==> src/logic/mem_pkg.sv <==
// address map widths, bank layout and read source encoding
// bus owner and I/O register enums
package mem_pkg;

    localparam int bus_addr_w  = 32;            // core address bus
    localparam int ram_addr_w  = 17;            // 128 KiB
    localparam int bank_cnt    = 4;
    localparam int bank_sel_w  = $clog2(bank_cnt);
    localparam int bank_addr_w = ram_addr_w - bank_sel_w;   // 15 bits per bank

    // bits 17:16 of the bus address
    localparam logic [1:0] io_region = 2'b11;

    // registered read source: bank number, then io flag, then host flag
    localparam int src_io_bit   = bank_sel_w;
    localparam int src_host_bit = bank_sel_w + 1;
    localparam int src_sel_w    = bank_sel_w + 2;

    typedef enum logic
    {
        owner_cpu  = 1'b0,
        owner_host = 1'b1
    } bus_owner_t;

    // low address bits inside the io region
    typedef enum logic [2:0]
    {
        io_data   = 3'd0,  // tx on write, rx byte on read
        io_status = 3'd4   // bit 0 is rx pending
    } io_reg_t;

endpackage

==> src/logic/bus_arbiter.sv <==
// reset synchronizer, bus owner register and core/host request mux
`timescale 1ns/1ps

module bus_arbiter
    import mem_pkg::*;
(
    input  logic                  clk,
    input  logic                  btnC,
    input  logic                  host_active,
    input  logic                  host_req,
    input  logic                  host_wr,
    input  logic [ram_addr_w-1:0] host_addr,
    input  logic [7:0]            host_wdata,
    input  logic [bus_addr_w-1:0] cpu_addr,
    input  logic                  cpu_wr,
    input  logic [7:0]            cpu_dout,
    output logic                  rst,
    output bus_owner_t            owner,
    output logic                  cpu_rdy,
    output logic                  led,
    output logic [bus_addr_w-1:0] g_addr,
    output logic                  g_wr,
    output logic [7:0]            g_wdata,
    output logic                  g_valid
);

    logic rst_meta;

    // two flop synchronizer, asserts at once and releases on the second edge
    always_ff @(posedge clk or posedge btnC)
    begin
        if (btnC)
        begin
            rst_meta <= 1'b1;
            rst      <= 1'b1;
        end
        else
        begin
            rst_meta <= 1'b0;
            rst      <= rst_meta;
        end
    end

    always_ff @(posedge clk or posedge rst)
    begin
        if (rst)
            owner <= owner_cpu;
        else
            owner <= host_active ? owner_host : owner_cpu;  // one cycle behind the level
    end

    assign cpu_rdy = (owner == owner_cpu) && !rst;
    assign led     = (owner == owner_host);

    always_comb
    begin
        if (owner == owner_cpu)
        begin
            g_addr  = cpu_addr;
            g_wr    = cpu_wr;
            g_wdata = cpu_dout;
            g_valid = 1'b1;                     // core presents an access every cycle
        end
        else
        begin
            g_addr  = {{(bus_addr_w - ram_addr_w){1'b0}}, host_addr};
            g_wr    = host_wr && host_req;
            g_wdata = host_wdata;
            g_valid = host_req;
        end
    end

    // a write edge across an owner change must still come with a granted access
    a_wr_needs_valid: assert property (@(posedge clk) disable iff (rst)
        $rose(g_wr) |-> g_valid);

endmodule

==> config.mk <==
export PLATFORM = sky130hd
export DESIGN_NAME = bus_arbiter
export DESIGN_NICKNAME = d
export VERILOG_FILES = /design/src/logic/mem_pkg.sv /design/src/logic/bus_arbiter.sv
export SDC_FILE = /design/constraint.sdc
export NUM_CORES = 1
export LEC_CHECK = 0
export BUFFER_PORTS_ARGS = -buffer_cell sky130_fd_sc_hd__buf_2
export CELL_PAD_IN_SITES_DETAIL_PLACEMENT = 1
export CELL_PAD_IN_SITES_GLOBAL_PLACEMENT = 1
export CORE_UTILIZATION = 17
export DETAILED_ROUTE_END_ITERATION = 7
export PLACE_DENSITY = 0.95
export SKIP_LAST_GASP = 1
export SLEW_MARGIN = 30
export SYNTH_ARGS = -nofsm -noshare
export SYNTH_HDL_FRONTEND = slang
export SYNTH_SLANG_ARGS = --single-unit
==> constraint.sdc <==
create_clock -name clk -period 2.6 [get_ports clk]
set_clock_uncertainty 0.1 [all_clocks]
set_input_delay 0 -clock clk [delete_from_list [all_inputs] [get_ports clk]]
set_output_delay 0 -clock clk [all_outputs]
set_load 0.02 [all_outputs]
# --- Word level (Yosys, flattened, before mapping) ---
# Index checks and enable logic that the tools add are counted.
totals:
  ff_bits: 3
  inputBits: 71
  output_inout_bits: 46
  word_cells: 12
classes:
  muxes: 5
  n_bitwise: 1
  reduce_logical: 3
ops:
  columns: ["op", "n"]
  rows:
  - ["32-bit two-way mux", 1]
  - ["8-bit two-way mux", 1]
  - ["1-bit two-way mux", 3]
  - ["1-bit logical AND", 2]
  - ["1-bit zero test", 1]
  - ["1-bit NOT", 1]

# --- Longest topological paths before layout ---
logic_depth:
  ltp_word: 2
  mapped_depth: 4
  mapped_depth_nobuf: 2

# --- Least setup slack after synthesis ---
# No wires, ideal clock.
synth_path:
  kind: "register to output"
  from: "reg owner, in the netlist led"
  to: "out g_wr"
  arrival_ns: 1.296
  required_ns: 2.500
  setup_slack_ns: 1.204
  path_stages_with_launch: 4
  cell_sequence: "dfrtp_1 -> buf_6 -> buf_2 -> o21ai_0"
synth_via:
  elab_chain_cells: 1
synth_lines:
  columns: ["item", "line", "source"]
  rows:
  - ["start: declaration", "bus_arbiter.sv:18", "output bus_owner_t owner,"]
  - ["start signal: assignment", "bus_arbiter.sv:47", "owner <= owner_cpu;"]
  - ["start signal: assignment", "bus_arbiter.sv:49", "owner <= host_active ? owner_host : owner_cpu;"]
  - ["1-bit two-way mux", "bus_arbiter.sv:57", "if (owner == owner_cpu)"]
  - ["end: declaration", "bus_arbiter.sv:22", "output logic g_wr,"]
# No other way between the ends.

# --- Final worst setup path ---
layout_path:
  from: "reg owner, in the netlist led"
  to: "out g_wdata[7]"
layout_via:
  elab_chain_cells: 1
layout_lines:
  columns: ["item", "line", "source"]
  rows:
  - ["8-bit two-way mux", "bus_arbiter.sv:57", null]
  - ["end: declaration", "bus_arbiter.sv:23", "output logic [7:0] g_wdata,"]
# No other way between the ends.

==> metrics.md <==
| Metric | Value |
|---|---|
| Run status | complete, no violations |
| DRC | 0 |
| Synth area leaders | mux2_4, nor2b_1, dfstp_2, mux2_2, buf_12 |
| Final #Nets | around 250 |
| Placed cells | ~220 |
| Final hold slack | 0.00781 ns |
| Routed Antenna Nets | 0 |
| CTS tree | yes |
| Synth Area in Adders | 0% |
| Gate Count Post-Synth | 57 |
| CP max FO | 32 |
| Cell taking the most area after synthesis | mux2_4 |
| Final wirelength | 2740 um |
| Slew HR | 46.1% |
| Peak supply drop | 204 uV |
| Fmax | 562 MHz |
| Final Non-Filler Cells | 221 |
| Fin area | about 1300 sq um |
| Finished Core Util | 37.1% |
| Crit start category | register |
| Share of cells above drive strength 1 | 85.1% |
| P&R area growth vs syn | 100% |
| Seq cells post-synth | 3 |
| Fin crit share | 68.5% |
| Syn_area_per_cell | 11.3 sq um |
| Post-Synth Simple-Gate Area | 17.0% |
| # clock sinks | 3 |
| DR iter-0 viols | 11 |
| Initial antenna violation count | 0 |
| Critical path data arrival time | 1.68 ns |
| H-Tree Depth | 1 |
| Vias in the first global route | 953 |
| Avg Vias per Cell | 4.02 |
| Ys Warns | 0 |
| LEAKAGE | 0.789 nW |
| Worst slew pin tran | 0.808 ns |
| Port-buffer cells | 116 |
| Hold crit path type | reg -> async |
| Power Density | 334 nW/um^2 |
| Max Slew Vio Count | 0 |
| CTS Buf Count | 3 |
| Crit path required time | 2.50 ns |
| Reg2reg setup slack | 1.93 ns |
| Synth cell types | 15 |
| Setup total negative slack | 0 ns |
| Core footprint | 3470 sq um |
| Placed Area | 1220 sq um |
| Total Power | around 0.43 mW |
| Clock Latency Late Sink | roughly 0.22 ns |
| Seq/Total Area, Yosys | 12.1% |
| Worst slack, placed | 1.02 ns |
| Final worst slack | 0.820 ns |
| Hold Violations, Final | 0 |
| Height of the chip | 63.4 um |
| Clk slew on worst S/H paths | ~0.03 ns |
| Total vias in the final route | between 800 and 900 |
| GP Congestion | between 0.7 and 0.8 |
| Syn Std Cell Area | 642 sq um |
| Global route overflow | 0 |
| Chip width | about 63 um |
| Clock Path Buffers | 2 |
| Largest family of logic cells by synthesized area | multiplexers |
| First drt pass iteration count | 2 |
| Io pins | 117 |
| Syn nets | 128 |
| Die Area | 4030 sq um |
| Clock root buffer | clkbuf_8 |
| N_diodes | 0 |
| Routed len/inst | 12.4 um |
| Critical Path Sink Type | primary output |
| # setup viols final | 0 |
| Cell Rows | 21 |
| GRT Util Overall | 13.2% |
| Post-synthesis xor/xnor area fraction | 0% |
| Final HPWL from detailed placement | 2420 um |
| Post-CTS resize count | 0 |
| Largest net degree at the start of global routing | 33 |
| Post-synthesis mux area share | between 50 and 60% |
| Crit path kind | reg -> out |
| First-pass GRT wire length | 4120 um |
| Post-synth top area share | 49.1% |
| Initial Util | between 10% and 20% |
| RSZ-0062 raised after global routing | no |
| MaxCap Viol Count | 0 |
| Post-layout min period | 1.78 ns |
| Compound-gate portion of the synthesized area | 0.780% |
-- cell families (layout without fill, tap and decap cells) --
logic type      count (synthesis)  after routing
other cells                     1              1
buf+inv                         9            127
simple gates                   18             18
flops                           3              3
compound gates                  1              1
mux                            25             25
-- synthesized netlist by cell type, drive strengths merged --
library cell,count
nor2,1
mux2,25
conb,1
dfrtp,1
buf,6
nor2b,15
nand2b,1
dfstp,2
inv,3
nand3,1
o21ai,1
-- per-layer routing --
metal,vias to the layer above,share of wire (%),track usage [%]
li1,422,-,-
met1,393,30,11.2
met2,70,57,27.5
met3,4,11,3.62
met4,0,1.1,5.97
met5,-,0,0
-- power breakdown --
part | switching, mW | leakage, nW | total [mW] | internal (mW)
sequential | 0.0118 | 0.0317 | 0.0624 | 0.0506
combinational | 0.110 | 0.734 | 0.232 | 0.122
clock | 0.0310 | 0.0228 | 0.136 | 0.105
-- placed cells by master, fill, tap and decap left out, drive strengths merged --
cell type / n
buf: 118
clkbuf: 4
conb: 1
dfrtp: 1
dfstp: 2
dlygate4sd3: 2
inv: 3
mux2: 25
nand2b: 1
nand3: 1
nor2: 1
nor2b: 15
o21ai: 1
-- worst paths after layout --
check / from / to / cells after the start
max in group asynchronous: btnC / rst$_DFF_PP1_ / 3
min in group clk: host_req / g_valid / 3
hold reg to reg: rst$_DFF_PP1_ / led$_DFF_PP0_ / 1
hold / removal: rst$_DFF_PP1_ / led$_DFF_PP0_ / 1
setup reg to reg: rst_meta$_DFF_PP1_ / rst$_DFF_PP1_ / 0
setup / recovery: led$_DFF_PP0_ / g_wdata[7] / 2
-- timing repair --
item / CTS / global route
buffers inserted: 0 / 0
endpoints found under the hold margin: 3 / 0
hold buffers: 2 / 0
-- final cells by class --
| cell class | count | area (sq um) |
|---|---|---|
| well taps | 46 | 57.6 |
| multi-input cells | 45 | 478 |
| fillers | 457 | 2180 |
| inverters | 3 | 11.3 |
| flip-flops and latches | 3 | 78.8 |
| clock buffers | 4 | 45.0 |
| repair buffers | 120 | 616 |
-- flip-flops by register name (all words and copies together) (netlist names) --
name,flops
rst_meta,1
led,1
rst,1
-- worst max-delay path, cell delays in order, from the launching register on --
cell	delay, ns
dfrtp_2	0.88
mux2_2	0.41
buf_2	0.16
Power figures use the tool's default switching activity.
