$ cat src/logic/mem_pkg.sv
// address map widths, bank layout and read source encoding
// bus owner and I/O register enums
package mem_pkg;

    localparam int bus_addr_w  = 32;            // core address bus
    localparam int ram_addr_w  = 17;            // 128 KiB
    localparam int bank_cnt    = 4;
    localparam int bank_sel_w  = $clog2(bank_cnt);
    localparam int bank_addr_w = ram_addr_w - bank_sel_w;   // 15 bits per bank

    // bits 17:16 of the bus address
    localparam logic [1:0] io_region = 2'b11;

    // registered read source: bank number, then io flag, then host flag
    localparam int src_io_bit   = bank_sel_w;
    localparam int src_host_bit = bank_sel_w + 1;
    localparam int src_sel_w    = bank_sel_w + 2;

    typedef enum logic
    {
        owner_cpu  = 1'b0,
        owner_host = 1'b1
    } bus_owner_t;

    // low address bits inside the io region
    typedef enum logic [2:0]
    {
        io_data   = 3'd0,  // tx on write, rx byte on read
        io_status = 3'd4   // bit 0 is rx pending
    } io_reg_t;

endpackage

$ cat src/logic/io_port.sv
// memory mapped io: tx character strobe, rx byte buffer, status
`timescale 1ns/1ps

module io_port
    import mem_pkg::*;
(
    input  logic       clk,
    input  logic       rst,
    input  logic       io_en,
    input  logic       io_wr,
    input  io_reg_t    io_sel,
    input  logic [7:0] io_wdata,
    input  logic       rx_valid,
    input  logic [7:0] rx_data,
    output logic [7:0] io_rdata,
    output logic       tx_valid,
    output logic [7:0] tx_data
);

    logic       tx_wr;
    logic       data_rd;
    logic       rx_pend;
    logic [7:0] rx_byte;

    assign tx_wr   = io_wr && (io_sel == io_data);
    assign data_rd = io_en && !io_wr && (io_sel == io_data);

    always_ff @(posedge clk or posedge rst)
    begin
        if (rst)
        begin
            tx_valid <= 1'b0;
            rx_pend  <= 1'b0;
        end
        else
        begin
            tx_valid <= tx_wr;
            if (rx_valid)
                rx_pend <= 1'b1;        // a new byte beats a clearing read
            else if (data_rd)
                rx_pend <= 1'b0;
        end
    end

    always_ff @(posedge clk)
    begin
        if (tx_wr)
            tx_data <= io_wdata;
        if (rx_valid)
            rx_byte <= rx_data;
        if (io_en && !io_wr)
        begin
            case (io_sel)
                io_data:   io_rdata <= rx_byte;
                io_status: io_rdata <= {7'b0, rx_pend};
                default:   io_rdata <= 8'h00;
            endcase
        end
    end

    // two data writes in a row would merge into one long pulse
    a_tx_pulse: assert property (@(posedge clk) disable iff (rst)
        tx_valid |=> !tx_valid);

endmodule

$ cat config.mk
export PLATFORM = sky130hd
export DESIGN_NAME = io_port
export DESIGN_NICKNAME = d
export VERILOG_FILES = /design/src/logic/mem_pkg.sv /design/src/logic/io_port.sv
export SDC_FILE = /design/constraint.sdc
export NUM_CORES = 1
export LEC_CHECK = 0
export ABC_AREA = 0
export ABC_CLOCK_PERIOD_IN_PS = 900
export BUFFER_PORTS_ARGS = -buffer_cell sky130_fd_sc_hd__clkbuf_2
export CELL_PAD_IN_SITES_DETAIL_PLACEMENT = 2
export CELL_PAD_IN_SITES_GLOBAL_PLACEMENT = 2
export CORE_MARGIN = 10
export CORE_UTILIZATION = 25
export CTS_CLUSTER_DIAMETER = 80
export DETAILED_ROUTE_END_ITERATION = 10
export PLACE_DENSITY = 0.62
export SYNTH_ARGS = -nofsm -noshare
export SYNTH_HDL_FRONTEND = slang
export SYNTH_SLANG_ARGS = --single-unit
$ cat constraint.sdc
create_clock -name clk -period 0.9 [get_ports clk]
set_input_delay 0.135 -clock clk [delete_from_list [all_inputs] [get_ports clk]]
set_output_delay 0.135 -clock clk [all_outputs]
set_load 0.1 [all_outputs]
### After elaboration in Yosys (flattened, before gate mapping)

Index checks and enable logic that the tools add are counted.
Widths: inputs -> output; s select.

* logic and storage cells: 15
* output and inout port bits: 17
* flip-flop bits (word level): 26

* multiplexer cells: 3
* equality and inequality tests: 1
* reductions and logical operators: 6

Operators with widths (count)
* $pmux 8 s2: 1
* $eq 3x3->1 const B: 1
* $logic_and 1x1->1: 3
* $logic_not 3->1: 1
* $mux 1: 2
* $reduce_bool 2->1: 1
* $logic_not 1->1: 1

### Logic depth before layout (Yosys ltp)

Gate-level depths: netlist (run 1).

* word-level depth: 5
* gate-level depth with buffers: 2
* mapped depth without buffers: 2

### Worst setup path before layout (run 1)

Ideal clock, no wire load.

* path kind: reg-to-output
* from: register io_rdata[0]
* to: output port io_rdata[0]
* path buffers: 0
* arrival time: 0.904 ns
* stages on the path, launching flop included: 1
* setup slack: -0.139 ns
* path through: edfxtp_1

RTL lines
* start, declared: RTL line io_port.sv:15 `output logic [7:0] io_rdata,`
* start signal, assigned: RTL line io_port.sv:54 `io_data: io_rdata <= rx_byte;`
* start signal, assigned: RTL line io_port.sv:55 `io_status: io_rdata <= {7'b0, rx_pend};`

No word-level cell between the ends.

### Worst setup path in the final report (run 1)

* from: register io_rdata[5]
* to: output port io_rdata[5]

No word-level cell between the ends.

==> flow_metrics.py, run 1 <==
metrics = {
    "timing": {
        "hold_viol_final": 0,
        "setup_ws_ps": -219,
        "setup_viol": 17,
        "period_share_pct": 124,
        "finClkSkew_ps": 9.11,
        "hold_slack_ps": 121,
        "fin_setup_tns_ps": -3370,
        "timing.fmax_mhz": 894,
        "slew_headroom_pct": 82.7,
        "fin_crit_ps": 1120,
        "grt_setup_unrepaired": "true",
        "finalMaxSlewViolations": 0,
        "worst_pin_slew_ps": 260,
    },
    "floorplanning": {
        "io_pins": 41,
        "dieWidth_um": 79.2,
        "die-area_um2": 6270,
        "core_area_um2": 3360,
        "start_util_pct": 26.0,
        "die_h_um": 79.2,
        "row_count": 21,
    },
    "routing": {
        "wl_per_cell_um": 17.2,
        "drtIter0Drc": 20,
        "drt-pass1-iter-count": 2,
        "via_count": 593,
        "totalWireLength_mm": 2.62,
        "drc_errors": 0,
        "ant_nets": 0,
        "vias_per_cell": 3.90,
    },
    "global_routing": {
        "overflow": 0,
        "grt_max_degree": 16,
        "met2_usage_pct": 17.1,
        "first_global_vias": 731,
        "use_met3_pct": 2.59,
        "busiest_layer": "met2",
        "grt_first_pass_wirelength_mm": 4.21,
        "antenna_found_initial": 0,
        "use_met1_pct": 8.75,
        "grt_usage_pct": 8.90,
    },
    "layout": {
        "n_antenna_cell": 0,
        "final_common_cell": "edfxtp_1",
        "drive_gt1_share_pct": 48.1,
        "area_growth_pct": 88.7,
        "final_util_pct": 49.1,
        "layout.cells.non_filler": 152,
        "design_area_um2": 1650,
        "fin_nets": 131,
        "mostFrequentLayoutCells": "edfxtp_1 (24), clkbuf_2 (23), buf_12 (18)",
    },
    "placement": {
        "place_hpwl_mm": 1.93,
        "post-place-ws_ps": -100,
        "routabilityCongestion": 0.596,
        "place_area_um2": 1430,
        "port_buffers": 40,
        "place_inst": 131,
    },
    "yosys": {
        "synth_area_um2": 876,
        "synthTopCellsByArea": "edfxtp_1 (82%), and2_1 (5.7%), dfrtp_1 (5.7%)",
        "synth.net_count": 66,
        "ys_ff_latch": 26,
        "syn_avg_cell_area_um2": 20.9,
        "syn_inst": 42,
        "ys_warn_count": 0,
        "synth_top_area_share_pct": 82.3,
        "seq_area_frac_synth_pct": 88.0,
        "synth.distinct_cells": 10,
        "synth_top_area_cell": "edfxtp_1",
    },
    "critical_path": {
        "worstSetupStartpointType": "flip-flop",
        "crit_type": "flip-flop to primary output",
        "crit_chain": "buf_12",
        "crit_fanout": 1,
        "crit_slowest_cell": "edfxtp_1",
        "slowest_delay_ps": 460,
        "path_buf_inv": 1,
        "worstPathRequired_ps": 760,
        "path_delay_family": "flip-flops",
        "cp-end-kind": "primary output",
        "arrival_ps": 980,
    },
    "pwr": {
        "cellLeakagePower_nw": 0.676,
        "power_mw": 2.63,
        "power.density_nw_per_um2": 1590,
        "vdd_drop_max_mv": 0.738,
    },
    "cts": {
        "cts.htree.levels": 1,
        "post_cts_buffers": 0,
        "tritoncts": "built",
        "cts.sinks": 26,
        "cts_resized": 0,
        "clk_latency_ps": 330,
        "clock_path_buffers": 2,
        "cts-root-buf": "clkbuf_4",
        "cts_made_buffers": 3,
        "clk_pin_slew_ps": 140,
    },
    "hold_path": {
        "hold_path_class": "input pin to flip-flop",
    },
    "run": {
        "drv_cap": 0,
    },
    "status": {
        "status": "finished, violations left",
        "violations": "setup timing",
    },
}
flip-flops by register name, indices dropped and copies added, names as in the netlist:
name and count:
io_rdata 8, rx_byte 8, tx_data 8, rx_pend 1
tx_valid 1
logic make-up after synthesis:
kind of cell | count (synthesis) | synth area share (%)
multiplexers | 1 | 1.14
flip-flops | 26 | 88.0
AO/OA/AOI/OAI | 1 | 0.715
buffers and inverters | 2 | 0.857
AND/OR/NAND/NOR | 12 | 9.29
cells in the mapped netlist:
master / n
nor2b_1: 1
nor3_4: 1
nor3_1: 1
edfxtp_1: 24
mux2i_1: 1
a31oi_1: 1
and2_1: 8
nor2_1: 1
inv_1: 2
dfrtp_1: 2
timing repair:
action | in CTS | in global routing
hold buffers | 17 | 0
hold endpoints to repair | 18 | 0
gates cloned | 0 | 0
endpoints found under the setup margin | 17 | 17
pin swaps | 0 | 0
path summary, 6_finish.rpt:
kind,cells past startpoint,slack [ps],startpoint,endpoint
setup / recovery,1,-220,io_rdata[5]$_DFFE_PP_,io_rdata[5]
hold / removal,2,120,io_wr,tx_valid$_DFF_PP0_
setup reg to reg,2,60,rx_pend$_DFFE_PP0P_,io_rdata[0]$_DFFE_PP_
hold reg to reg,1,550,rx_byte[4]$_DFFE_PP_,io_rdata[4]$_DFFE_PP_
max in group asynchronous,3,590,rst,tx_valid$_DFF_PP0_
min in group asynchronous,3,190,rst,tx_valid$_DFF_PP0_
final cells by class:
class	count	area, um2
clock inverters	1	30.0
multi-input cells	14	103
clock buffers	3	22.5
inverters	2	7.51
well taps	46	57.6
repair buffers	60	661
fillers	326	1710
flip-flops and latches	26	772
routing by layer:
layer,vias to the layer above,part of all wire [%]
met1,293,32
met2,16,62
met3,2,5.3
li1,282,-
met5,-,0
met4,0,0.46
where the power goes:
group	leakage [nW]	total, mW	switching (mW)	internal, mW
Sequential	0.257	1.40	0.0242	1.38
Combinational	0.391	0.412	0.227	0.185
Clock	0.0279	0.817	0.367	0.450
Total	0.676	2.63	0.618	2.01
Note: power is estimated with default switching activity, not from simulation.
==> run 2: changes to the inputs <==
--- a/config.mk
+++ b/config.mk
@@ -7,7 +7,7 @@
 export LEC_CHECK = 0
 export ABC_AREA = 0
 export ABC_CLOCK_PERIOD_IN_PS = 900
-export BUFFER_PORTS_ARGS = -buffer_cell sky130_fd_sc_hd__clkbuf_2
+export BUFFER_PORTS_ARGS = -buffer_cell sky130_fd_sc_hd__buf_2
 export CELL_PAD_IN_SITES_DETAIL_PLACEMENT = 2
 export CELL_PAD_IN_SITES_GLOBAL_PLACEMENT = 2
 export CORE_MARGIN = 10
@@ -15,6 +15,7 @@
 export CTS_CLUSTER_DIAMETER = 80
 export DETAILED_ROUTE_END_ITERATION = 10
 export PLACE_DENSITY = 0.62
+export SETUP_SLACK_MARGIN = 0.1
 export SYNTH_ARGS = -nofsm -noshare
 export SYNTH_HDL_FRONTEND = slang
 export SYNTH_SLANG_ARGS = --single-unit
==> flow_metrics.py, run 2 (synthesized netlist as in run 1, its figures left out) <==
metrics = {
    "timing": {
        "setup_ws_ps": -210,
        "finClkSkew_ps": 2.48,
        "hold_slack_ps": 134,
        "timing.fmax_mhz": 901,
        "period_share_pct": 123,
        "worst_pin_slew_ps": 215,
        "finalMaxSlewViolations": 0,
        "slew_headroom_pct": 85.6,
        "fin_crit_ps": 1110,
        "setup_viol": 17,
        "grt_setup_unrepaired": "true",
        "hold_viol_final": 0,
    },
    "placement": {
        "routabilityCongestion": 0.614,
        "place_hpwl_mm": 1.92,
        "post-place-ws_ps": -95.7,
        "port_buffers": 40,
    },
    "critical_path": {
        "worstSetupStartpointType": "flip-flop",
        "path_delay_family": "flip-flops",
        "cp-end-kind": "primary output",
        "crit_type": "flip-flop to primary output",
        "crit_chain": "buf_12",
        "crit_slowest_cell": "edfxtp_1",
        "slowest_delay_ps": 460,
        "worstPathRequired_ps": 760,
        "path_buf_inv": 1,
        "arrival_ps": 980,
        "crit_fanout": 1,
    },
    "layout": {
        "fin_nets": 131,
        "area_growth_pct": 85.7,
        "final_common_cell": "edfxtp_1",
        "largestRegisters": "io_rdata x8, rx_byte x8, tx_data x8",
        "drive_gt1_share_pct": 47.2,
        "n_antenna_cell": 0,
        "final_util_pct": 48.4,
        "mostFrequentLayoutCells": "edfxtp_1 (24), buf_2 (23), buf_12 (18)",
    },
    "pwr": {
        "power_mw": 2.33,
        "power.density_nw_per_um2": 1430,
        "vdd_drop_max_mv": 0.754,
        "cellLeakagePower_nw": 0.658,
    },
    "status": {
        "status": "finished, violations left",
        "violations": "setup timing",
    },
    "floorplanning": {
        "start_util_pct": 26.0,
        "dieWidth_um": 79.2,
        "die-area_um2": 6270,
        "row_count": 21,
        "core_area_um2": 3360,
        "die_h_um": 79.2,
        "io_pins": 41,
    },
    "cts": {
        "cts-root-buf": "clkbuf_4",
        "clock_path_buffers": 2,
        "clk_pin_slew_ps": 140,
        "cts_resized": 0,
        "cts_made_buffers": 3,
        "tritoncts": "built",
        "clk_latency_ps": 320,
        "cts.htree.levels": 1,
        "post_cts_buffers": 0,
        "cts.sinks": 26,
    },
    "global_routing": {
        "antenna_found_initial": 0,
        "first_global_vias": 761,
        "grt_usage_pct": 8.91,
        "grt_first_pass_wirelength_mm": 4.10,
        "overflow": 0,
        "grt_max_degree": 15,
    },
    "routing": {
        "vias_per_cell": 3.88,
        "wl_per_cell_um": 17.5,
        "ant_nets": 0,
        "drc_errors": 0,
        "via_count": 589,
        "drtIter0Drc": 26,
        "totalWireLength_mm": 2.65,
        "drt-pass1-iter-count": 3,
    },
    "run": {
        "drv_cap": 0,
    },
    "hold_path": {
        "hold_path_class": "input pin to flip-flop",
    },
}
[run 2: timing repair]
| action | in CTS | in global routing |
|---|---|---|
| setup endpoints to repair | 18 | 18 |
| endpoints found under the hold margin | 18 | 0 |
| hold buffers | 17 | 0 |
| pin swaps | 0 | 0 |
[run 2: area by class of cell]
| class | instances | area, um2 |
|---|---|---|
| Inverter | 2 | 7.51 |
| Sequential cell | 26 | 772 |
| Fill cell | 336 | 1740 |
| Multi-Input combinational cell | 14 | 103 |
| Timing Repair Buffer | 60 | 661 |
| Clock buffer | 4 | 26.3 |
| Tap cell | 46 | 57.6 |
[run 2: where the power goes]
group | switching, mW | internal, mW | total [mW]
logic | 0.226 | 0.185 | 0.411
registers | 0.0242 | 1.38 | 1.40
clock network | 0.346 | 0.174 | 0.520
total | 0.596 | 1.74 | 2.33
[run 2: path summary, 6_finish.rpt]
check,startpoint,end,slack [ps],depth (start not counted)
max in group asynchronous,rst,tx_valid$_DFF_PP0_,580,3
min,io_sel[0],io_rdata[0]$_DFFE_PP_,130,2
max,io_rdata[5]$_DFFE_PP_,io_rdata[5],-210,1
min reg2reg,rx_byte[2]$_DFFE_PP_,io_rdata[2]$_DFFE_PP_,540,1
max reg2reg,rx_pend$_DFFE_PP0P_,io_rdata[0]$_DFFE_PP_,70,2
min in group asynchronous,rst,tx_valid$_DFF_PP0_,200,3
[run 2: routing by layer]
layer  share of wire (%)  up-vias  track usage, %  wire length, um
met5                   0        -               0                0
met4                 1.5        0            3.76               40
met3                 4.6        4            2.82              123
met2                  62       19            18.1             1640
met1                  32      283            7.64              850
li1                    -      283               -                -
[run 2: per-stage QoR]
step	instance area, um2	std cells	setup TNS, ps
finish	1630	152	-3300
global route	1630	152	-4030
CTS	1630	152	-3520
detailed placement	1430	131	-764
global placement	1430	131	-564
floorplan	882	42	-2270
