## src/logic/mem_pkg.sv

```systemverilog
// address map widths, bank layout and read source encoding
// bus owner and I/O register enums
package mem_pkg;

    localparam int bus_addr_w  = 32;            // core address bus
    localparam int ram_addr_w  = 17;            // 128 KiB
    localparam int bank_cnt    = 4;
    localparam int bank_sel_w  = $clog2(bank_cnt);
    localparam int bank_addr_w = ram_addr_w - bank_sel_w;   // 15 bits per bank

    // bits 17:16 of the bus address
    localparam logic [1:0] io_region = 2'b11;

    // registered read source: bank number, then io flag, then host flag
    localparam int src_io_bit   = bank_sel_w;
    localparam int src_host_bit = bank_sel_w + 1;
    localparam int src_sel_w    = bank_sel_w + 2;

    typedef enum logic
    {
        owner_cpu  = 1'b0,
        owner_host = 1'b1
    } bus_owner_t;

    // low address bits inside the io region
    typedef enum logic [2:0]
    {
        io_data   = 3'd0,  // tx on write, rx byte on read
        io_status = 3'd4   // bit 0 is rx pending
    } io_reg_t;

endpackage

```

## src/logic/read_mux.sv

```systemverilog
// read data return path to the core and the host
`timescale 1ns/1ps

module read_mux
    import mem_pkg::*;
(
    input  logic                          clk,
    input  logic                          rst,
    input  logic [src_sel_w-1:0]          src_sel,
    input  logic [bank_cnt-1:0][7:0]      bank_rdata,
    input  logic [7:0]                    io_rdata,
    output logic [7:0]                    cpu_din,
    output logic [7:0]                    host_rdata,
    output logic                          host_rvalid
);

    logic [7:0] rd_byte;
    logic [7:0] host_hold;

    // source chosen one cycle ago by the decoder
    always_comb
    begin
        if (src_sel[src_io_bit])
            rd_byte = io_rdata;
        else
            rd_byte = bank_rdata[src_sel[bank_sel_w-1:0]];
    end

    assign cpu_din     = rd_byte;
    assign host_rvalid = src_sel[src_host_bit];

    // host sees its last byte until the next read returns
    always_ff @(posedge clk)
    begin
        if (host_rvalid)
            host_hold <= rd_byte;
    end

    assign host_rdata = host_rvalid ? rd_byte : host_hold;

    // host address is zero extended upstream, so its reads never hit io
    a_host_rd: assert property (@(posedge clk) disable iff (rst)
        host_rvalid |-> !src_sel[src_io_bit]);

endmodule

```

## config.mk

```make
export PLATFORM = sky130hd
export DESIGN_NAME = read_mux
export DESIGN_NICKNAME = d
export VERILOG_FILES = /design/src/logic/mem_pkg.sv /design/src/logic/read_mux.sv
export SDC_FILE = /design/constraint.sdc
export NUM_CORES = 1
export LEC_CHECK = 0
export BUFFER_PORTS_ARGS = -buffer_cell sky130_fd_sc_hd__buf_2
export CAP_MARGIN = 5
export CORE_ASPECT_RATIO = 0.75
export CORE_UTILIZATION = 36
export CTS_CLUSTER_DIAMETER = 80
export DETAILED_ROUTE_END_ITERATION = 12
export PLACE_DENSITY = 0.77
export SYNTH_ARGS = -nofsm -noshare
export SYNTH_HDL_FRONTEND = slang
export SYNTH_SLANG_ARGS = --single-unit
```

## constraint.sdc

```tcl
create_clock -name clk -period 1.2 [get_ports clk]
set_input_delay 0.06 -clock clk [delete_from_list [all_inputs] [get_ports clk]]
set_output_delay 0.06 -clock clk [all_outputs]
set_load 0.02 [all_outputs]
```

### Word level (Yosys, flattened, before mapping)

Index checks and enable logic that the tools add are counted.

| word-level totals | value |
|---|---|
| register bits after elaboration | 8 |
| input port bits | 46 |
| output and inout bits | 17 |
| word-level logic and storage cells | 6 |

| cells by class | value |
|---|---|
| order comparisons | 1 |
| mux-type cells | 4 |

Operators with widths:

| operator | number |
|---|---|
| two-way mux 8 bit | 3 |
| binary-select mux 8 bit (select 2 bit) | 1 |
| less-than comparator 2 x 3 -> 1 bit, second input constant | 1 |

### Longest topological paths before layout

Gate-level depths: netlist of the first run.

| depth | value |
|---|---|
| depth in word-level cells | 4 |
| mapped depth | 5 |
| depth with buffers taken out | 3 |

### Worst setup path after synthesis of the first run

OpenSTA, ideal clock, no wires.

| timing path | value |
|---|---|
| path kind | input to register |
| from | in src_sel[0] |
| to | reg host_hold[6] |
| library setup time | 185 ps |
| data arrival time | 1,106 ps |
| data required time | 1,015 ps |
| setup slack | -91 ps |
| cell stages on the path | 5 |
| buffers on the path | 2 |
| path through | buf_6 > buf_4 > nor2b_1 > a211oi_1 > o31ai_1 |

| between the ends | value |
|---|---|
| longest elaborated chain between the ends | 4 |

RTL lines:

| what | line | RTL |
|---|---|---|
| start, declared | read_mux.sv:9 | `input logic [src_sel_w-1:0] src_sel,` |
| binary-select mux 8 bit (select 2 bit) | read_mux.sv:26 | `rd_byte = bank_rdata[src_sel[bank_sel_w-1:0]];` |
| two-way mux 8 bit (implied by the code) | read_mux.sv:26 |  |
| two-way mux 8 bit | read_mux.sv:23 | `if (src_sel[src_io_bit])` |
| two-way mux 8 bit | - |  |
| net host_rdata[6] | read_mux.sv:13 | `output logic [7:0] host_rdata,` |
| end signal, assigned | read_mux.sv:36 | `host_hold <= rd_byte;` |
| end, declared | read_mux.sv:18 | `logic [7:0] host_hold;` |

The timed path passes the listed nets, and every way through them passes these cells. The select of a mux whose other input is x is not followed.

### Worst setup path in the final report of the first run

| timing path | value |
|---|---|
| from | in src_sel[0] |
| to | out host_rdata[4] |

| between the ends | value |
|---|---|
| longest elaborated chain between the ends | 4 |

RTL lines:

| what | line |
|---|---|
| binary-select mux 8 bit (select 2 bit) | read_mux.sv:26 |
| two-way mux 8 bit (implied by the code) | read_mux.sv:26 |
| two-way mux 8 bit | read_mux.sv:23 |
| two-way mux 8 bit | - |
| end, declared | read_mux.sv:13 |

Every way passes these cells. The select of a mux whose other input is x is not followed.

==> key figures, run 1 <==
Route
  – WL per Instance: roughly 11 µm
  – Post-route ant nets: 0
  – Residual DRC: 0
  – Drt pass-1 iters: 4
  – Vias per cell: 4.68
  – Drt total wl: 1710 µm
  – DR vias: 734
  – Number of DRC markers in iteration 0: 4

Synth
  – Mapped Cells: 75
  – Netlist cell types: 19
  – Synth warn: 0
  – Mapped Area: between 600 and 700 µm²
  – #FFs+latches synth: 8
  – Syn avg cell area: 8.88 µm²
  – Sequential area share after synthesis: 0.241
  – Syn nets: around 120

Setup path
  – Crit-path cells: buf_2 > buf_4 > mux2_4 > o22ai_2 > o31ai_2 > buf_2
  – Largest stage delay, worst path: 0.30 ns
  – Most used cell, CP: buf_2
  – CP Depth: 6
  – CP Launch Type: input port
  – Kind of cell adding the most delay to the critical path: buffers and inverters
  – Critical Path RT: 1.14 ns
  – Crit Path Class: input port to output pin
  – CP max FO: 8
  – Critical path buffer and inverter count: 3
  – R2R Path Start: host_hold[7]
  – Crit. End Element: output pin
  – Worst R2R Setup Slack: 0.59 ns
  – Crit Reg-Reg Endpoint: host_hold[7]
  – Worst EP arrival: 1.12 ns
  – R2R cell count: 2
  – Slowest cell on crit path: mux2_4

Flow run
  – # Max-Cap Violations: 0

CTS
  – CTS tree: built
  – Root buffer cell: clkbuf_4
  – CTS Sinks: 8
  – Clock H-tree levels: 1
  – CTS clk-pin slew, worst paths: around 0.050 ns
  – Clock Latency Late Sink: 0.24 ns
  – Hold-fix buffers, CTS: 0
  – Total CTS buffers: 3
  – Clk buf depth: 2

Power and ir drop
  – Sw frac: 0.346
  – Pint: 599 µW
  – Total power draw: roughly 900 µW
  – Pwr dens: 903 nW/µm²
  – Seq pwr share: 0.336
  – Leakage: 0.501 nW
  – Peak supply drop: 382 µV
  – Combinational Power Share: 0.448
  – Sw power: 317 µW
  – Clk pwr share: 0.216

STA
  – Worst-margin pin slew: 0.561 ns
  – Final period utilization: 0.981
  – Final hold vios: 0
  – Final setup violation count: 0
  – Max Freq: 0.850 GHz
  – Min cycle time layout: 1.18 ns
  – Slew headroom: 0.626
  – Final worst setup slack: 0.0230 ns
  – Unrepaired setup endpoints after global routing: true
  – Max-slew violations: 0
  – Clock Skews: 0 ns

Cells and area
  – Biggest regs: host_hold x8
  – Post-layout util: 0.583
  – Layout cells sized above 1: 0.652
  – Final net count: 183
  – Fill cell count: between 150 and 200
  – Most common cell after layout, fill and taps aside: buf_2
  – Max reg flops: 8
  – Top reg by flops: host_hold
  – Area Overhead vs Synth: 52.4%
  – Ant. Diodes: 0

GRT
  – Vias in the first global route: 628
  – Initial antenna violation count: 0
  – Gr usage total: 0.170
  – Largest net degree at the start of global routing: 17
  – First-pass GRT wire length: roughly 2500 µm
  – GRT overflow: 0

Placement
  – Pre-CTS WS: 0.0147 ns
  – Global placement routability congestion: 0.700
  – Final HPWL DP: 1500 µm
  – I/O Buffers: 61

Floorplan
  – Ports: 63
  – Die X: 51.7 µm
  – Die Area: between 2000 and 2500 µm²
  – Core area: 1740 µm²
  – Initial Util: 0.382
  – Die height: 39.2 µm
  – Rows: 13

Min path
  – WHS Endpoint: host_hold[4]
  – Hold Path Class: input port to register
  – Hold path depth: 3
  – Hold_sp: io_rdata[4]

Status
  – Status: finished, final reports clean
## per-stage QoR
| stage | cells | instance area [µm²] | TNS (ns) | hold WS [ns] |
|---|---|---|---|---|
| 2_1_floorplan | 75 | 686 | 0 | 0.233 |
| 3_3_place_gp | 154 | 986 | 0 | 0.351 |
| 3_5_place_dp | 154 | 986 | 0 | 0.359 |
| 4_1_cts | 157 | 1010 | 0 | 0.198 |
| 5_1_grt | 157 | 1010 | -0.536 | 0.214 |
| 6_report | 157 | 1010 | 0 | 0.201 |
## kinds of logic (layout without fill, tap and decap cells)
group                  after synthesis  after routing  share of synthesized area
and+or+nand+nor                     26             26                      0.184
buffers and inverters                9             69                     0.0940
DFF                                  8              8                      0.241
AOI/OAI and AO/OA                   24             24                      0.323
muxes                                8              8                      0.158
## worst min-delay path, stage by stage
cell and delay [ns]:
buf_2 0.09, o22ai_2 0.08, o31ai_2 0.19
## area by class of cell
cell class	count	area, µm²	area share
Timing Repair Buffer	64	328	0.323
Sequential cell	8	160	0.158
Inverter	2	7.51	0.00740
Multi-Input combinational cell	58	469	0.462
Clock buffer	3	22.5	0.0222
Tap cell	22	27.5	0.0271
## per-layer routing
metal / wire length (µm) / share of wire / GRT usage / vias to the layer above
met2: 817 / 0.48 / 0.279 / 31
met1: 786 / 0.46 / 0.219 / 306
met3: 110 / 0.064 / 0.0392 / 0
met4: 0 / 0 / 0.0608 / 0
li1: - / - / - / 397
met5: 0 / 0 / 0 / -
## power groups by stage
stage	combinational [mW]	sequential (mW)	clock, mW
floorplan	0.270	0.311	0
global placement	0.400	0.313	0
detailed placement	0.408	0.314	0
CTS	0.409	0.308	0.204
global route	0.444	0.310	0.212
finish	0.411	0.308	0.198
## timing repair
item,4_1_cts,5_1_grt
setup buffers,0,0
resized for setup,0,1
endpoints found under the setup margin,0,13
## synthesized netlist by cell type, drive strengths merged
library cell | count | area share
a211oi | 8 | 0.090
dfxtp | 8 | 0.24
mux2 | 8 | 0.16
nand2 | 8 | 0.045
nor2 | 8 | 0.045
nor2b | 8 | 0.075
o22ai | 8 | 0.11
o31ai | 8 | 0.12
buf | 7 | 0.083
inv | 2 | 0.011
nand2b | 1 | 0.0094
or2 | 1 | 0.0094
## worst max-delay path by stage
stage                     from            end
finish              src_sel[0]  host_rdata[4]
floorplan           src_sel[0]   host_hold[2]
global route        src_sel[2]  host_rdata[4]
detailed placement  src_sel[0]  host_rdata[6]
CTS                 src_sel[0]  host_rdata[6]
global placement    src_sel[0]  host_rdata[6]
Power figures use the tool's default switching activity.
==> inputs of run 2 (changes only) <==
CORE_ASPECT_RATIO = 0.9   (was 0.75)
GPL_ROUTABILITY_DRIVEN = 0   (was not set)
==> run 2 against run 1 <==
  * Maximum frequency up 1.1%
  * Wire length rose by 19%
  * Core utilization increased by 8.9 points
  * Register-to-register slack gained 0.02 ns
  * Clock-buffer cell count stayed put
  * Largest cell class unchanged
  * Largest power group unchanged
  * Cell area is 12% higher
==> key figures, run 2 (same netlist as run 1, synthesis figures left out) <==
Cells and area
  – Layout cells sized above 1: 0.763 (+0.111)
  – Biggest regs: host_hold x8
  – Ant. Diodes: 0 (unchanged)
  – Most common cell after layout, fill and taps aside: buf_2
  – Post-layout util: 0.672 (+0.0885)
  – Area Overhead vs Synth: 71.4%
  – Commonest non-fill, non-tap cells in the layout: buf_2, nor2_1, nand2_1, o31ai_2, dfxtp_1
  – Top reg by flops: host_hold
  – Max reg flops: 8 (unchanged)
  – Final net count: 183 (unchanged)

Setup path
  – Crit Path Class: input port to output pin
  – Critical path buffer and inverter count: 3 (unchanged)
  – Largest stage delay, worst path: 0.31 ns (about the same)
  – Critical Path RT: 1.14 ns (about the same)
  – Kind of cell adding the most delay to the critical path: buffers and inverters
  – Crit-path cells: clkbuf_4 > buf_12 > mux2_4 > o22ai_2 > o31ai_2 > buf_2
  – CP max FO: 10 (+2)
  – CP Launch Type: input port
  – Crit. End Element: output pin
  – Slowest cell on crit path: mux2_4
  – Worst EP arrival: 1.10 ns (-0.02 ns)
  – Worst R2R Setup Slack: 0.61 ns (+0.02 ns)

STA
  – Slew headroom: 0.781 (+0.155)
  – Hold slack: 0.192 ns (-0.00930 ns)
  – Worst-margin pin slew: 0.328 ns (-0.233 ns)
  – Final setup violation count: 0 (unchanged)
  – Min cycle time layout: 1.16 ns (-0.0129 ns)
  – Final hold vios: 0 (unchanged)
  – Final period utilization: 0.970 (-0.0108)
  – Setup TNS: 0 ns (unchanged)
  – Max Freq: 0.859 GHz (+1.1%)
  – Max-slew violations: 0 (unchanged)
  – Clock Skews: 0 ns (unchanged)

Status
  – Status: finished, final reports clean

CTS
  – Clock Latency Late Sink: 0.25 ns (about the same)
  – Hold-fix buffers, CTS: 0 (unchanged)
  – Post-CTS Setup Inserts: 0 (unchanged)
  – Total CTS buffers: 3 (unchanged)
  – CTS clk-pin slew, worst paths: 0.06 ns (about the same)
  – CTS tree: built
  – CTS Sinks: 8 (unchanged)
  – Clk buf depth: 2 (unchanged)
  – Clock H-tree levels: 1 (unchanged)
  – Root buffer cell: clkbuf_4

Route
  – Residual DRC: 0 (unchanged)
  – Drt pass-1 iters: 3 (-1)
  – Number of DRC markers in iteration 0: 1 (-3)
  – Post-route ant nets: 0 (unchanged)
  – Drt total wl: 2040 µm (+19%)
  – Vias per cell: 4.94 (+5.7%)
  – WL per Instance: 12.8 µm (+17%)
  – DR vias: 786 (+7.1%)

GRT
  – First-pass GRT wire length: 2940 µm (+17%)
  – Gr usage total: 0.206 (+0.0356)
  – Initial antenna violation count: 0 (unchanged)
  – Largest net degree at the start of global routing: 17 (unchanged)
  – Vias in the first global route: 754 (+20%)
  – GRT overflow: 0 (unchanged)

Power and ir drop
  – Sw power: 368 µW (+16%)
  – Pint: 627 µW (+4.7%)
  – Seq pwr share: 0.309 (-0.027)
  – Sw frac: 0.370 (+0.0237)
  – Combinational Power Share: 0.473 (+0.025)
  – Total power draw: 996 µW (+8.6%)
  – Pwr dens: 872 nW/µm² (-3.4%)
  – Leakage: 0.519 nW (+3.6%)
  – Clk pwr share: 0.218 (+0.002)
  – Peak supply drop: 550 µV (+44%)

Floorplan
  – Rows: 14 (+1)
  – Die X: 47.3 µm (-8.4%)
  – Core area: 1700 µm² (-2.4%)
  – Die Area: 2030 µm² (about the same)
  – Die height: 42.8 µm (+9.1%)
  – Initial Util: 0.392 (+0.00929)
  – Ports: 63 (unchanged)

Placement
  – I/O Buffers: 61 (unchanged)
  – Final HPWL DP: 1580 µm (+5.7%)

Flow run
  – # Max-Cap Violations: 0 (unchanged)

Min path
  – Hold Path Class: input port to register
## run 2: what timing repair did
item | CTS | global route
setup endpoints to repair | 10 | 15
gates resized for setup | 1 | 23
pin swaps | 0 | 1
## run 2: metrics by stage
stage / setup slack [ns] / area, µm² / std cells
floorplan: 0.0794 / 686 / 75
global placement: -0.00710 / 1000 / 156
detailed placement: -0.0563 / 1000 / 156
CTS: -0.0569 / 1030 / 159
global route: -0.0180 / 1140 / 159
finish: 0.0360 / 1140 / 159
## run 2: worst reg2reg max path, stage by stage, from the launching register on
cell	delay [ns]
dfxtp_1	0.30
nand2_1	0.08
o31ai_2	0.09
## run 2: power by group through the flow
stage | Clock, mW | Sequential, mW | Combinational, mW
after floorplan | 0 | 0.311 | 0.270
final | 0.217 | 0.308 | 0.471
after global placement | 0 | 0.313 | 0.406
after CTS | 0.223 | 0.308 | 0.419
after global routing | 0.237 | 0.312 | 0.506
after detailed placement | 0 | 0.314 | 0.415
## run 2: final timing paths
path | endpoint | cells after the start | startpoint
setup / recovery | host_rdata[4] | 6 | src_sel[0]
hold / removal | host_hold[3] | 3 | io_rdata[3]
setup reg to reg | host_hold[4] | 2 | host_hold[4]
hold reg to reg | host_hold[2] | 2 | host_hold[2]
## run 2: area by class of cell
cell class,count,area [µm²]
clock buffer,3,22.5
fill,149,558
inverter,2,15.0
multi-input combinational,58,568
sequential,8,160
tap,24,30.0
timing repair buffer,64,345
## run 2: metal layers
metal	track usage	up-vias	share of wire
met5	0	-	0
li1	-	394	-
met4	0.0514	0	0.0069
met2	0.378	41	0.51
met3	0.0596	2	0.068
met1	0.218	349	0.42
